===== src/lsu_skid.sv =====
`timescale 1ns/1ns

module lsu_skid #(
  parameter type payload_t = logic [7:0]
) (
  input  logic     i_clk,
  input  logic     i_reset_n,
  // Upstream
  input  logic     i_valid,
  output logic     o_ready,
  input  payload_t i_data,
  // Downstream
  output logic     o_valid,
  input  logic     i_ready,
  output payload_t o_data
);

  payload_t   r_mem [2];
  logic       r_wr_ptr;
  logic       r_rd_ptr;
  logic [1:0] r_count;
  logic       w_empty;
  logic       w_push;
  logic       w_pop;

  assign w_empty = (r_count == 2'd0);
  assign o_ready = (r_count != 2'd2); // Decoded from a flop only

  // Bypass while empty
  assign o_valid = !w_empty || i_valid;
  assign o_data  = w_empty ? i_data : r_mem[r_rd_ptr];

  assign w_push = i_valid && o_ready && !(w_empty && i_ready);
  assign w_pop  = !w_empty && i_ready;

  always_ff @(posedge i_clk or negedge i_reset_n) begin
    if (!i_reset_n) begin
      r_wr_ptr <= 1'b0;
      r_rd_ptr <= 1'b0;
      r_count  <= 2'd0;
    end else begin
      if (w_push) r_wr_ptr <= !r_wr_ptr;
      if (w_pop)  r_rd_ptr <= !r_rd_ptr;
      r_count <= r_count + 2'(w_push) - 2'(w_pop);
    end
  end

  always_ff @(posedge i_clk) begin
    if (w_push) begin
      r_mem[r_wr_ptr] <= i_data;
    end
  end

  // Offered item must not change until taken
  a_hold_stable: assert property (@(posedge i_clk) disable iff (!i_reset_n)
    (o_valid && !i_ready) |=> (o_valid && $stable(o_data)));

endmodule


===== config.mk =====
export PLATFORM = sky130hd
export DESIGN_NAME = lsu_skid
export DESIGN_NICKNAME = d
export VERILOG_FILES = /design/src/lsu_skid.sv
export SDC_FILE = /design/constraint.sdc
export NUM_CORES = 1
export LEC_CHECK = 0
export ABC_AREA = 0
export BUFFER_PORTS_ARGS = -buffer_cell sky130_fd_sc_hd__buf_2
export CAP_MARGIN = 15
export CORE_ASPECT_RATIO = 1.75
export CORE_MARGIN = 2
export CORE_UTILIZATION = 30
export CTS_BUF_LIST = sky130_fd_sc_hd__clkbuf_4
export DETAILED_ROUTE_END_ITERATION = 8
export REMOVE_ABC_BUFFERS = 1
export SLEW_MARGIN = 20
export SYNTH_ARGS = -nofsm -noshare
export SYNTH_HDL_FRONTEND = slang
export SYNTH_SLANG_ARGS = --single-unit

===== constraint.sdc =====
create_clock -name i_clk -period 1.5 [get_ports i_clk]
set_input_delay 0.075 -clock i_clk [delete_from_list [all_inputs] [get_ports i_clk]]
set_output_delay 0.075 -clock i_clk [all_outputs]
set_load 0.1 [all_outputs]

==> impl_metrics.tcl <==
set metrics [dict create \
    crit_chain "buf_6, or2_4, a21oi_4, buf_12" \
    firstDrtPassIters 3 \
    tightest_slew_ps 278 \
    placed_cells 124 \
    wl_per_cell_um 14.0 \
    synth-seq-cells 20 \
    rsz0062_at_grt "true" \
    io_pins 22 \
    core_sq_um 2900 \
    cts_tree "built" \
    num_rows 26 \
    ant_nets 0 \
    cts.sinks 20 \
    slowest_stage "dfrtp_2" \
    grt_pass1_wl_mm 3.42 \
    drcViolationCount 0 \
    clk_pin_slew_ps 110 \
    fin_tns_setup_ps -1700 \
    synthArstFlopShare_pct 20.0 \
    cp_slowest_stage_delay_ps 460 \
    crit_path_max_fanout 8 \
    synth_commonest_cells "edfxtp_1, a21oi_1, mux2i_1, nor3_1, dfrtp_1" \
    syn_area_per_cell_sq_um 13.6 \
    r2r_cells 7 \
    yosysUniqueCellTypes 21 \
    ys.warnings.count 0 \
    netlist_instances 67 \
    antenna_found_initial 0 \
    cp-end-kind "output port" \
    fmax_mhz 596 \
    cts_made_buffers 3 \
    area_growth_pct 76.2 \
    status "finished with violations" \
    drt_iter0_drc 6 \
    worst_slew_margin_rel_pct 80.9 \
    synth_edf_count 16 \
    gp_congestion 0.671 \
    r2r_end "r_count[1]" \
    grt_usage_pct 12.9 \
    port_buffers 21 \
    synth_most_common_cell "edfxtp_1" \
    grt_max_degree 12 \
    r2r_start "r_count[1]" \
    setup_viol 10 \
    cts_max_level 1 \
    final_cells 141 \
    fin_crit_ps 1680 \
    fin_area_sq_um 1610 \
    synth_area_leaders "edfxtp_1, dfrtp_1, mux2i_1" \
    initial_core_util_pct 31.5 \
    drive_above_1_share_pct 59.3 \
    gr-total-overflow 0 \
    cp-endpoint "o_data[4]" \
    hold_viol_final 0 \
    synth_seq_area_share_pct 63.7 \
    synth.top_cell.area_share_pct 52.7 \
    fin_crit_sh_pct 112 \
    die_h_um 76.9 \
    synth_area_sq_um 911 \
    die_area_sq_um 3510 \
    routed_wirelength_mm 1.97 \
    cts-root-buf "clkbuf_4" \
    vias 692 \
    failed_checks "setup timing" \
    dpl.hpwl_mm 1.34 \
    nNetsFinal 128 \
    clock_path_buffers 2 \
    fin_ws_ps -177 \
    synth_ff_type "edfxtp_1" \
    fillers 236 \
    drt-vias-per-instance 4.91 \
    grt_pass1_vias 767 \
    crit_type "reg2out" \
    cp.arrival_ps 1600 \
    crit_start "r_count[1]" \
    drv_slew 0 \
    fin_worst_skew_ps 12.3 \
    die_w_um 45.7 \
    insertion_delay_ps 300 \
    pre_cts_ws_ps -169 \
    min_path_type "in2async" \
    rrSetupSlack_ps -150 \
    start_kind "register" \
    place_area_sq_um 1250 \
    crit_required_ps 1420 \
    synth_area_leader_cell "edfxtp_1" \
    maxCapViolCount 0 \
    num_antenna_cells 0 \
]
-- worst min path at each step --
stage,end,cells after the start,slack [ps],start
2_1_floorplan,r_count[0],0,-220,i_reset_n
3_3_place_gp,r_count[0],1,-110,i_reset_n
3_5_place_dp,r_count[1],1,-110,i_reset_n
4_1_cts,r_wr_ptr,3,80,i_ready
5_1_grt,r_wr_ptr,3,90,i_ready
6_report,r_count[1],2,90,i_reset_n
-- cell families after synthesis --
| kind of cell | synth area share (%) |
|---|---|
| AO/OA/AOI/OAI | 7.83 |
| XOR/XNOR | 2.89 |
| adder cells (fa/ha/maj) | 2.75 |
| buffers and inverters | 3.98 |
| flip-flops | 63.7 |
| multiplexers | 8.79 |
| AND/OR/NAND/NOR | 10.0 |
-- cell type report --
type | instances | area (sq um) | share of cell area [%]
Sequential cell | 20 | 583 | 36.3
Timing Repair Buffer | 46 | 484 | 30.2
Multi-Input combinational cell | 41 | 469 | 29.2
Tap cell | 28 | 35.0 | 2.18
Clock buffer | 3 | 22.5 | 1.40
Inverter | 2 | 7.51 | 0.468
Clock inverter | 1 | 3.75 | 0.234
-- critical path, delay by kind of cell, from the launching register on --
family	cells	cell delay, ps
simple gates	1	340
compound gates	1	180
flops	1	460
buf+inv	2	320
-- cells in the final DEF, fill, tap and decap left out, types with 2 or more instances in the layout --
| cell type | n |
|---|---|
| a21oi_4 | 8 |
| buf_12 | 10 |
| buf_2 | 11 |
| buf_4 | 11 |
| buf_6 | 5 |
| clkbuf_4 | 3 |
| dfrtp_1 | 2 |
| dfrtp_2 | 2 |
| dlygate4sd3_1 | 9 |
| edfxtp_1 | 16 |
| inv_1 | 2 |
| mux2i_1 | 8 |
| nand2b_1 | 2 |
| nor3_2 | 8 |
| xnor2_1 | 2 |
-- per-layer routing --
layer  part of all wire [%]  vias to the layer above  global-route usage [%]
li1                       -                      341                       -
met4                      0                        0                    3.53
met3                    2.8                        0                    1.88
met5                      0                        -                       0
met2                     59                       15                    23.0
met1                     38                      336                    15.0
-- repair_timing --
item                                    CTS  global route
setup buffers                             5             1
hold endpoints to repair                 20             0
pin swaps                                 7             4
hold buffers                              9             0
endpoints found under the setup margin   10            27
gates resized for setup                  38             7
-- metrics by stage --
step	hold slack [ps]	util (%)
global route	92.0	55.4
global placement	-111	43.1
detailed placement	-110	43.1
floorplan	-221	-
finish	92.6	55.4
CTS	84.5	54.8
-- flip-flops by register name, summed over array words and instances (netlist names) --
register / cells
r_count: 2
r_mem: 16
r_rd_ptr: 1
r_wr_ptr: 1
Power is left out: the tool's default activity adds up to more than one toggle a clock period on the data nets, which glitch-free logic cannot reach.
