<file path="src/lsu_pkg.sv">
package lsu_pkg;

  // ===================================================================
  // Sizes
  // ===================================================================
  localparam int ADDR_W    = 8;          // Word address
  localparam int DATA_W    = 32;
  localparam int BE_W      = DATA_W / 8; // One enable per byte
  localparam int STQ_DEPTH = 8;
  localparam int STQ_PTR_W = 3;
  localparam int MEM_WORDS = 256;

  // ===================================================================
  // Types
  // ===================================================================
  typedef logic [ADDR_W-1:0] addr_t;
  typedef logic [DATA_W-1:0] data_t;
  typedef logic [BE_W-1:0]   be_t;

  // Store request as it travels through the skid buffer
  typedef struct packed {
    addr_t addr;
    data_t data;
    be_t   be;
  } st_req_t;

  // Load request, address only
  typedef struct packed {
    addr_t addr;
  } ld_req_t;

endpackage
</file>
<file path="src/lsu_ld_merge.sv">
`timescale 1ns/1ns

module lsu_ld_merge (
  input  logic           i_clk,
  input  logic           i_reset_n,
  // Issue from the load skid
  input  logic           i_issue_valid,
  output logic           o_issue_ready,
  input  lsu_pkg::be_t   i_fwd_mask,
  input  lsu_pkg::data_t i_fwd_data,
  // Memory word, one cycle after issue
  input  lsu_pkg::data_t i_mem_data,
  // Load response
  output logic           o_ld_valid,
  input  logic           i_ld_ready,
  output lsu_pkg::data_t o_ld_data
);

  logic           r_valid;      // Result pending
  logic           r_fresh;      // First cycle, memory word still on the bus
  lsu_pkg::be_t   r_mask;
  lsu_pkg::data_t r_fwd_data;
  lsu_pkg::data_t r_hold_data;
  lsu_pkg::data_t w_merged;
  logic           w_issue;

  assign o_issue_ready = !r_valid || i_ld_ready;
  assign w_issue       = i_issue_valid && o_issue_ready;

  // Forwarded bytes win over memory
  always_comb begin
    for (int b = 0; b < lsu_pkg::BE_W; b++) begin
      w_merged[b*8 +: 8] = r_mask[b] ? r_fwd_data[b*8 +: 8] : i_mem_data[b*8 +: 8];
    end
  end

  always_ff @(posedge i_clk or negedge i_reset_n) begin
    if (!i_reset_n) begin
      r_valid <= 1'b0;
      r_fresh <= 1'b0;
    end else if (w_issue) begin
      r_valid <= 1'b1;
      r_fresh <= 1'b1;
    end else begin
      r_fresh <= 1'b0;
      if (i_ld_ready) r_valid <= 1'b0;
    end
  end

  always_ff @(posedge i_clk) begin
    if (w_issue) begin
      r_mask     <= i_fwd_mask;
      r_fwd_data <= i_fwd_data;
    end
    if (r_fresh) begin
      r_hold_data <= w_merged;  // Keep result once memory moves on
    end
  end

  assign o_ld_valid = r_valid;
  assign o_ld_data  = r_fresh ? w_merged : r_hold_data;

  // Held response survives the switch to the hold register
  a_resp_stable: assert property (@(posedge i_clk) disable iff (!i_reset_n)
    (o_ld_valid && !i_ld_ready) |=> (o_ld_valid && $stable(o_ld_data)));

endmodule

</file>
<file path="config.mk">
export PLATFORM = sky130hd
export DESIGN_NAME = lsu_ld_merge
export DESIGN_NICKNAME = d
export VERILOG_FILES = /design/src/lsu_pkg.sv /design/src/lsu_ld_merge.sv
export SDC_FILE = /design/constraint.sdc
export NUM_CORES = 1
export LEC_CHECK = 0
export ABC_AREA = 1
export BUFFER_PORTS_ARGS = -buffer_cell sky130_fd_sc_hd__buf_2
export CAP_MARGIN = 15
export CORE_ASPECT_RATIO = 1.5
export CORE_UTILIZATION = 49
export DETAILED_ROUTE_END_ITERATION = 10
export PLACE_DENSITY_LB_ADDON = 0.12
export SLEW_MARGIN = 0
export SYNTH_ARGS = -nofsm -noshare
export SYNTH_HDL_FRONTEND = slang
export SYNTH_SLANG_ARGS = --single-unit
</file>
<file path="constraint.sdc">
create_clock -name i_clk -period 3.2 [get_ports i_clk]
set_clock_uncertainty 0.1 [all_clocks]
set_input_delay 0.64 -clock i_clk [delete_from_list [all_inputs] [get_ports i_clk]]
set_output_delay 0.64 -clock i_clk [all_outputs]
set_load 0.01 [all_outputs]
</file>
==> metrics.yaml, run 1 <==
synth_top_area_cell: "edfxtp_1"
layout_commonest_cell: "nand2_1"
synth_fa_ha_area_frac: 0
clock_sinks: 70
grt_remaining_overflow: 0
grt_pass1_vias: 2047
required_ns: 2.46
fin_setup_tns_ns: 0
slew_violations: 0
cts_tree: "yes"
htree_levels: 3
drc: 0
synthTopCellsByArea: "edfxtp_1 38%, dfxtp_1 22%, nand2_1 14%, inv_1 8.6%, nand3_1 5.6%"
cp_cell_sequence: "buf_4 > nand3_1 > nand2_1 > buf_2"
yosysSeqAreaShare: 0.617
end_kind: "output pin"
syn-num-nets: 387
grt_max_degree: 38
drt_iter0_drc: 86
finish.utilization: 0.643
post_cts_buffers: 0
power.density_nw_per_um2: 566
diodes: 0
synthCells: 315
arrival_ns: 1.84
syn_area_sq_um: 2870
final_cell_mix: "109 x nand2_1, 105 x buf_2, 66 x inv_1"
start_util: 0.515
cts_root_buf: "clkbuf_8"
p_leak_nw: 1.96
cts_buffers: 9
io_buffers: 105
multi_input_area_sq_um: 717
synth_top_area_frac: 0.377
dr.pass1.iters: 4
crit_slowest_cell: "dfrtp_1"
fin_crit_sh: 0.807
slowest_delay_ns: 0.83
max_cap_viol_count: 0
synth_compound_area_frac: 0.00174
layout-drive-gt1-share: 0.343
post-route-min-period_ns: 2.58
setup_viol: 0
cts_resized: 0
antenna_found_initial: 0
synth_top_family_by_area: "simple AND/OR/NAND/NOR gates"
crit_buf_inv: 2
synth-simple-area-share: 0.244
wl_mm: 5.71
relSlewSlack: 0.504
die_area_sq_um: 6170
regArea_sq_um: 1770
globalRouteTotalUtil: 0.191
synth_xor_area_frac: 0
cpLargestDelayFamily: "flip-flops"
clock_latency_ns: 0.34
ant_nets: 0
wl_per_cell_microns: 11.5
hold_viol_final: 0
vias: 2247
whs_ns: 0.349
avgSynthCellArea_sq_um: 9.11
yosys_warnings: 0
pin_count: 106
cp_max_fo: 18
max_freq_mhz: 387
clkTransAtPathRegs_ns: 0.07
grt_pass1_wl_mm: 8.73
rsz0062_at_grt: "false"
critical_path_class: "flip-flop to output pin"
ir_drop_v: 0.000286
worst_pin_slew_ns: 0.744
final_nets: 495
status: "completed"
gp_congestion: 0.743
die_w_microns: 64.5
cts_buffer_depth: 2
rows: 33
fill_cells: 503
die_y_microns: 95.7
ys_types: 14
viasPerCell: 4.51
synth-seq-cells: 70
hold_class: "flip-flop to flip-flop"
syn_to_final_growth_pct: 24.8
coreArea_sq_um: 5570
muxShareOfSynthArea: 0
start_kind: "flip-flop"
place_hpwl_mm: 4.04
[registers in the layout (all words and copies together), names as in the netlist]
name	flops
o_ld_valid	1
r_fresh	1
r_fwd_data	32
r_hold_data	32
r_mask	4
[layout make-up]
type                    count  area share
flip-flops and latches     70       0.495
multi-input cells         163       0.200
repair buffers            108       0.154
inverters                  71      0.0765
clock buffers              15      0.0492
well taps                  70      0.0244
clock inverters             1     0.00140
[path summary, 6_finish.rpt]
path / end / cells after the start / slack (ns) / startpoint
worst min-delay path: r_hold_data[31] / 2 / 0.35 / r_hold_data[31]
worst max register to register: r_hold_data[0] / 3 / 1.66 / r_fresh
max in group asynchronous: r_fresh / 2 / 2.38 / i_reset_n
worst max-delay path: o_ld_data[11] / 4 / 0.62 / r_fresh
worst min register to register: r_hold_data[31] / 2 / 0.35 / r_hold_data[31]
min in group asynchronous: o_ld_valid / 2 / 0.53 / i_reset_n
[cells by family (layout without fill, tap and decap cells)]
group | count (synthesis) | after routing
compound gates | 1 | 1
buf+inv | 82 | 195
flops | 70 | 70
simple gates | 162 | 162
[metal layers]
| layer | track usage | up-vias | part of all wire |
|---|---|---|---|
| met4 | 0.133 | 0 | 0.030 |
| met5 | 0 | - | 0 |
| met3 | 0.0367 | 16 | 0.046 |
| li1 | - | 1161 | - |
| met1 | 0.196 | 1001 | 0.40 |
| met2 | 0.346 | 69 | 0.53 |
[worst register-to-register path: stages (launching register included)]
cell	delay (ns)
dfrtp_1	0.83
buf_4	0.35
nand3_1	0.11
nand2_1	0.08
[Yosys cell counts]
library cell  instances
inv_1                66
a21oi_1               1
nand2_1             109
dfrtp_1               2
inv_8                 1
buf_4                 1
nand3_1              32
inv_2                 4
edfxtp_1             36
buf_2                 3
buf_6                 5
nand2_2              21
dfxtp_1              32
buf_12                2
[per-stage QoR]
stage / power (mW) / worst slack (ns) / cells / instance area, sq um
after floorplan: 1.27 / 0.178 / 315 / 2870
after global placement: 1.39 / 1.01 / 481 / 3390
after detailed placement: 1.39 / 1.00 / 481 / 3390
after CTS: 2.04 / 0.621 / 498 / 3580
after global routing: 2.11 / 0.500 / 498 / 3580
final: 2.03 / 0.618 / 498 / 3580
[report_power, final]
part	switching (mW)	internal, mW
logic	0.167	0.127
clock network	0.306	0.345
registers	0.0427	1.04
total	0.515	1.51
[timing repair]
item	4_1_cts	5_1_grt
endpoints found under the setup margin	0	0
endpoints found under the hold margin	2	0
hold buffers	1	0
Power figures use the tool's default switching activity.
==> run 2: changes to the inputs <==
clock period = 2.62 ns   (was 3.2 ns; I/O delays follow)
==> metrics.yaml, run 2 (synthesis gave the netlist of run 1 again) <==
reg2reg_from: "o_ld_valid"
relSlewSlack: 0.696  # +0.192
drc: 0  # unchanged
io_buffers: 105  # unchanged
post-route-min-period_ns: 2.18
cts_tree: "yes"
place_inst: 482  # +0.21%
clock_sinks: 70  # unchanged
final_nets: 496  # +0.20%
p_switching_uw: 621  # +20%
startpoint: "r_fresh"
reg_top3: "r_fwd_data x32, r_hold_data x32, r_mask x4"
final_area_sq_um: 3600  # +0.49%
drt_iter0_drc: 61  # -29%
layout-drive-gt1-share: 0.345  # +0.00153
finish.utilization: 0.646  # +0.00314
power.density_nw_per_um2: 696  # +23%
power_frac_comb: 0.143  # -0.002
switching_share: 0.248  # -0.00678
htree_levels: 3  # unchanged
max_cap_viol_count: 0  # unchanged
cts_buffer_depth: 2  # unchanged
place_hpwl_mm: 3.79  # -6.1%
critical_path_class: "flip-flop to output pin"
required_ns: 2.00  # -0.46 ns
hold_viol_final: 0  # unchanged
cts_root_buf: "clkbuf_8"
worst-r2r-cell-count: 2  # -1
layout_commonest_cell: "nand2_1"
max_freq_mhz: 459
syn_to_final_growth_pct: 25.4
vias: 2184  # -2.8%
antenna_found_initial: 0  # unchanged
grt_remaining_overflow: 0  # unchanged
fin_cells: 499  # +0.20%
start_kind: "flip-flop"
fill_cells: 508  # +0.99%
grt_max_degree: 38  # unchanged
die_w_microns: 64.5  # unchanged
die_y_microns: 95.7  # unchanged
setup_viol: 0  # unchanged
post_cts_buffers: 0  # unchanged
coreArea_sq_um: 5570  # unchanged
clock_latency_ns: 0.33  # about the same
viasPerCell: 4.38  # -3.0%
rsz0062_at_grt: "false"
dr.pass1.iters: 4  # unchanged
p_leak_nw: 1.97  # +0.27%
seqPwrFrac: 0.524  # -0.009
fin_crit_sh: 0.831
clkTransAtPathRegs_ns: 0.08  # about the same
pin_count: 106  # unchanged
slew_violations: 0  # unchanged
end_kind: "output pin"
whs_ns: 0.259  # -0.0904 ns
grt_pass1_wl_mm: 8.37  # -4.1%
fin_setup_tns_ns: 0  # unchanged
ir_drop_v: 0.000421  # +47%
status: "completed"
final_cell_mix: "109 x nand2_1, 105 x buf_2, 66 x inv_1"
die_area_sq_um: 6170  # unchanged
gp_congestion: 0.760  # +2.3%
clkPwrFrac: 0.333  # +0.012
grt_pass1_vias: 1964  # -4.1%
fin_ws_ns: 0.444  # -0.174 ns
arrival_ns: 1.55  # -0.29 ns
diodes: 0  # unchanged
rows: 33  # unchanged
whs_path_depth: 1  # -1
wl_per_cell_microns: 10.6  # -7.4%
cp_max_fo: 14  # -4
p_int_mw: 1.89  # +25%
start_util: 0.515  # unchanged
worst_pin_slew_ns: 0.456  # -0.287 ns
place_area_sq_um: 3400  # +0.22%
globalRouteTotalUtil: 0.184  # -0.00649
cts_buffers: 9  # unchanged
power_mw: 2.51  # +24%
hold_class: "input pin to flip-flop"
place_ws_ns: 0.787  # -0.213 ns
ant_nets: 0  # unchanged
wl_mm: 5.30  # -7.2%
hold_start: "i_fwd_data[11]"
cts_resized: 0  # unchanged
==> run 2: cell count changes in the layout (fill, tap and decap cells not counted) <==
cell        delta
clkbuf_8       -2
buf_4          +1
bufinv_16      +1
clkbuf_1       -1
clkinv_1       +1
clkinvlp_4     +1
==> run 2: power by group through the flow <==
stage / Sequential [mW] / Clock, mW / Combinational (mW)
5_1_grt: 1.32 / 0.907 / 0.408
4_1_cts: 1.32 / 0.866 / 0.365
3_3_place_gp: 1.34 / 0 / 0.357
2_1_floorplan: 1.32 / 0 / 0.235
3_5_place_dp: 1.34 / 0 / 0.361
6_report: 1.31 / 0.834 / 0.358
==> run 2: final timing paths <==
check | endpoint | slack, ns
worst max-delay path | o_ld_data[9] | 0.44
worst min-delay path | r_fwd_data[11] | 0.26
worst max register to register | r_fwd_data[20] | 1.18
worst min register to register | r_hold_data[26] | 0.35
max in group asynchronous | r_fresh | 1.90
min in group asynchronous | o_ld_valid | 0.42
==> run 2: area by class of cell <==
cell class / count / area, sq um / area share
clock inverter: 4 / 46.3 / 0.0129
multi-input combinational: 163 / 717 / 0.199
timing repair buffer: 109 / 558 / 0.155
clock buffer: 12 / 145 / 0.0403
sequential: 70 / 1770 / 0.492
tap: 70 / 87.6 / 0.0243
inverter: 71 / 274 / 0.0761
==> run 2: layer usage <==
metal | vias to the layer above | global-route usage | wire (microns)
li1 | 1165 | - | -
met1 | 938 | 0.196 | 2170
met2 | 68 | 0.322 | 2700
met3 | 13 | 0.0438 | 278
met4 | 0 | 0.124 | 151
met5 | - | 0 | 0
==> run 2: worst max-delay path, cell delays in order (launching register included) <==
cell	delay (ns)
dfrtp_1	0.62
buf_4	0.29
nand3_1	0.10
nand2_1	0.08
buf_2	0.13
==> run 2: what timing repair did <==
action,in CTS,in global routing
hold buffers,1,0
setup endpoints to repair,0,0
endpoints found under the hold margin,2,0
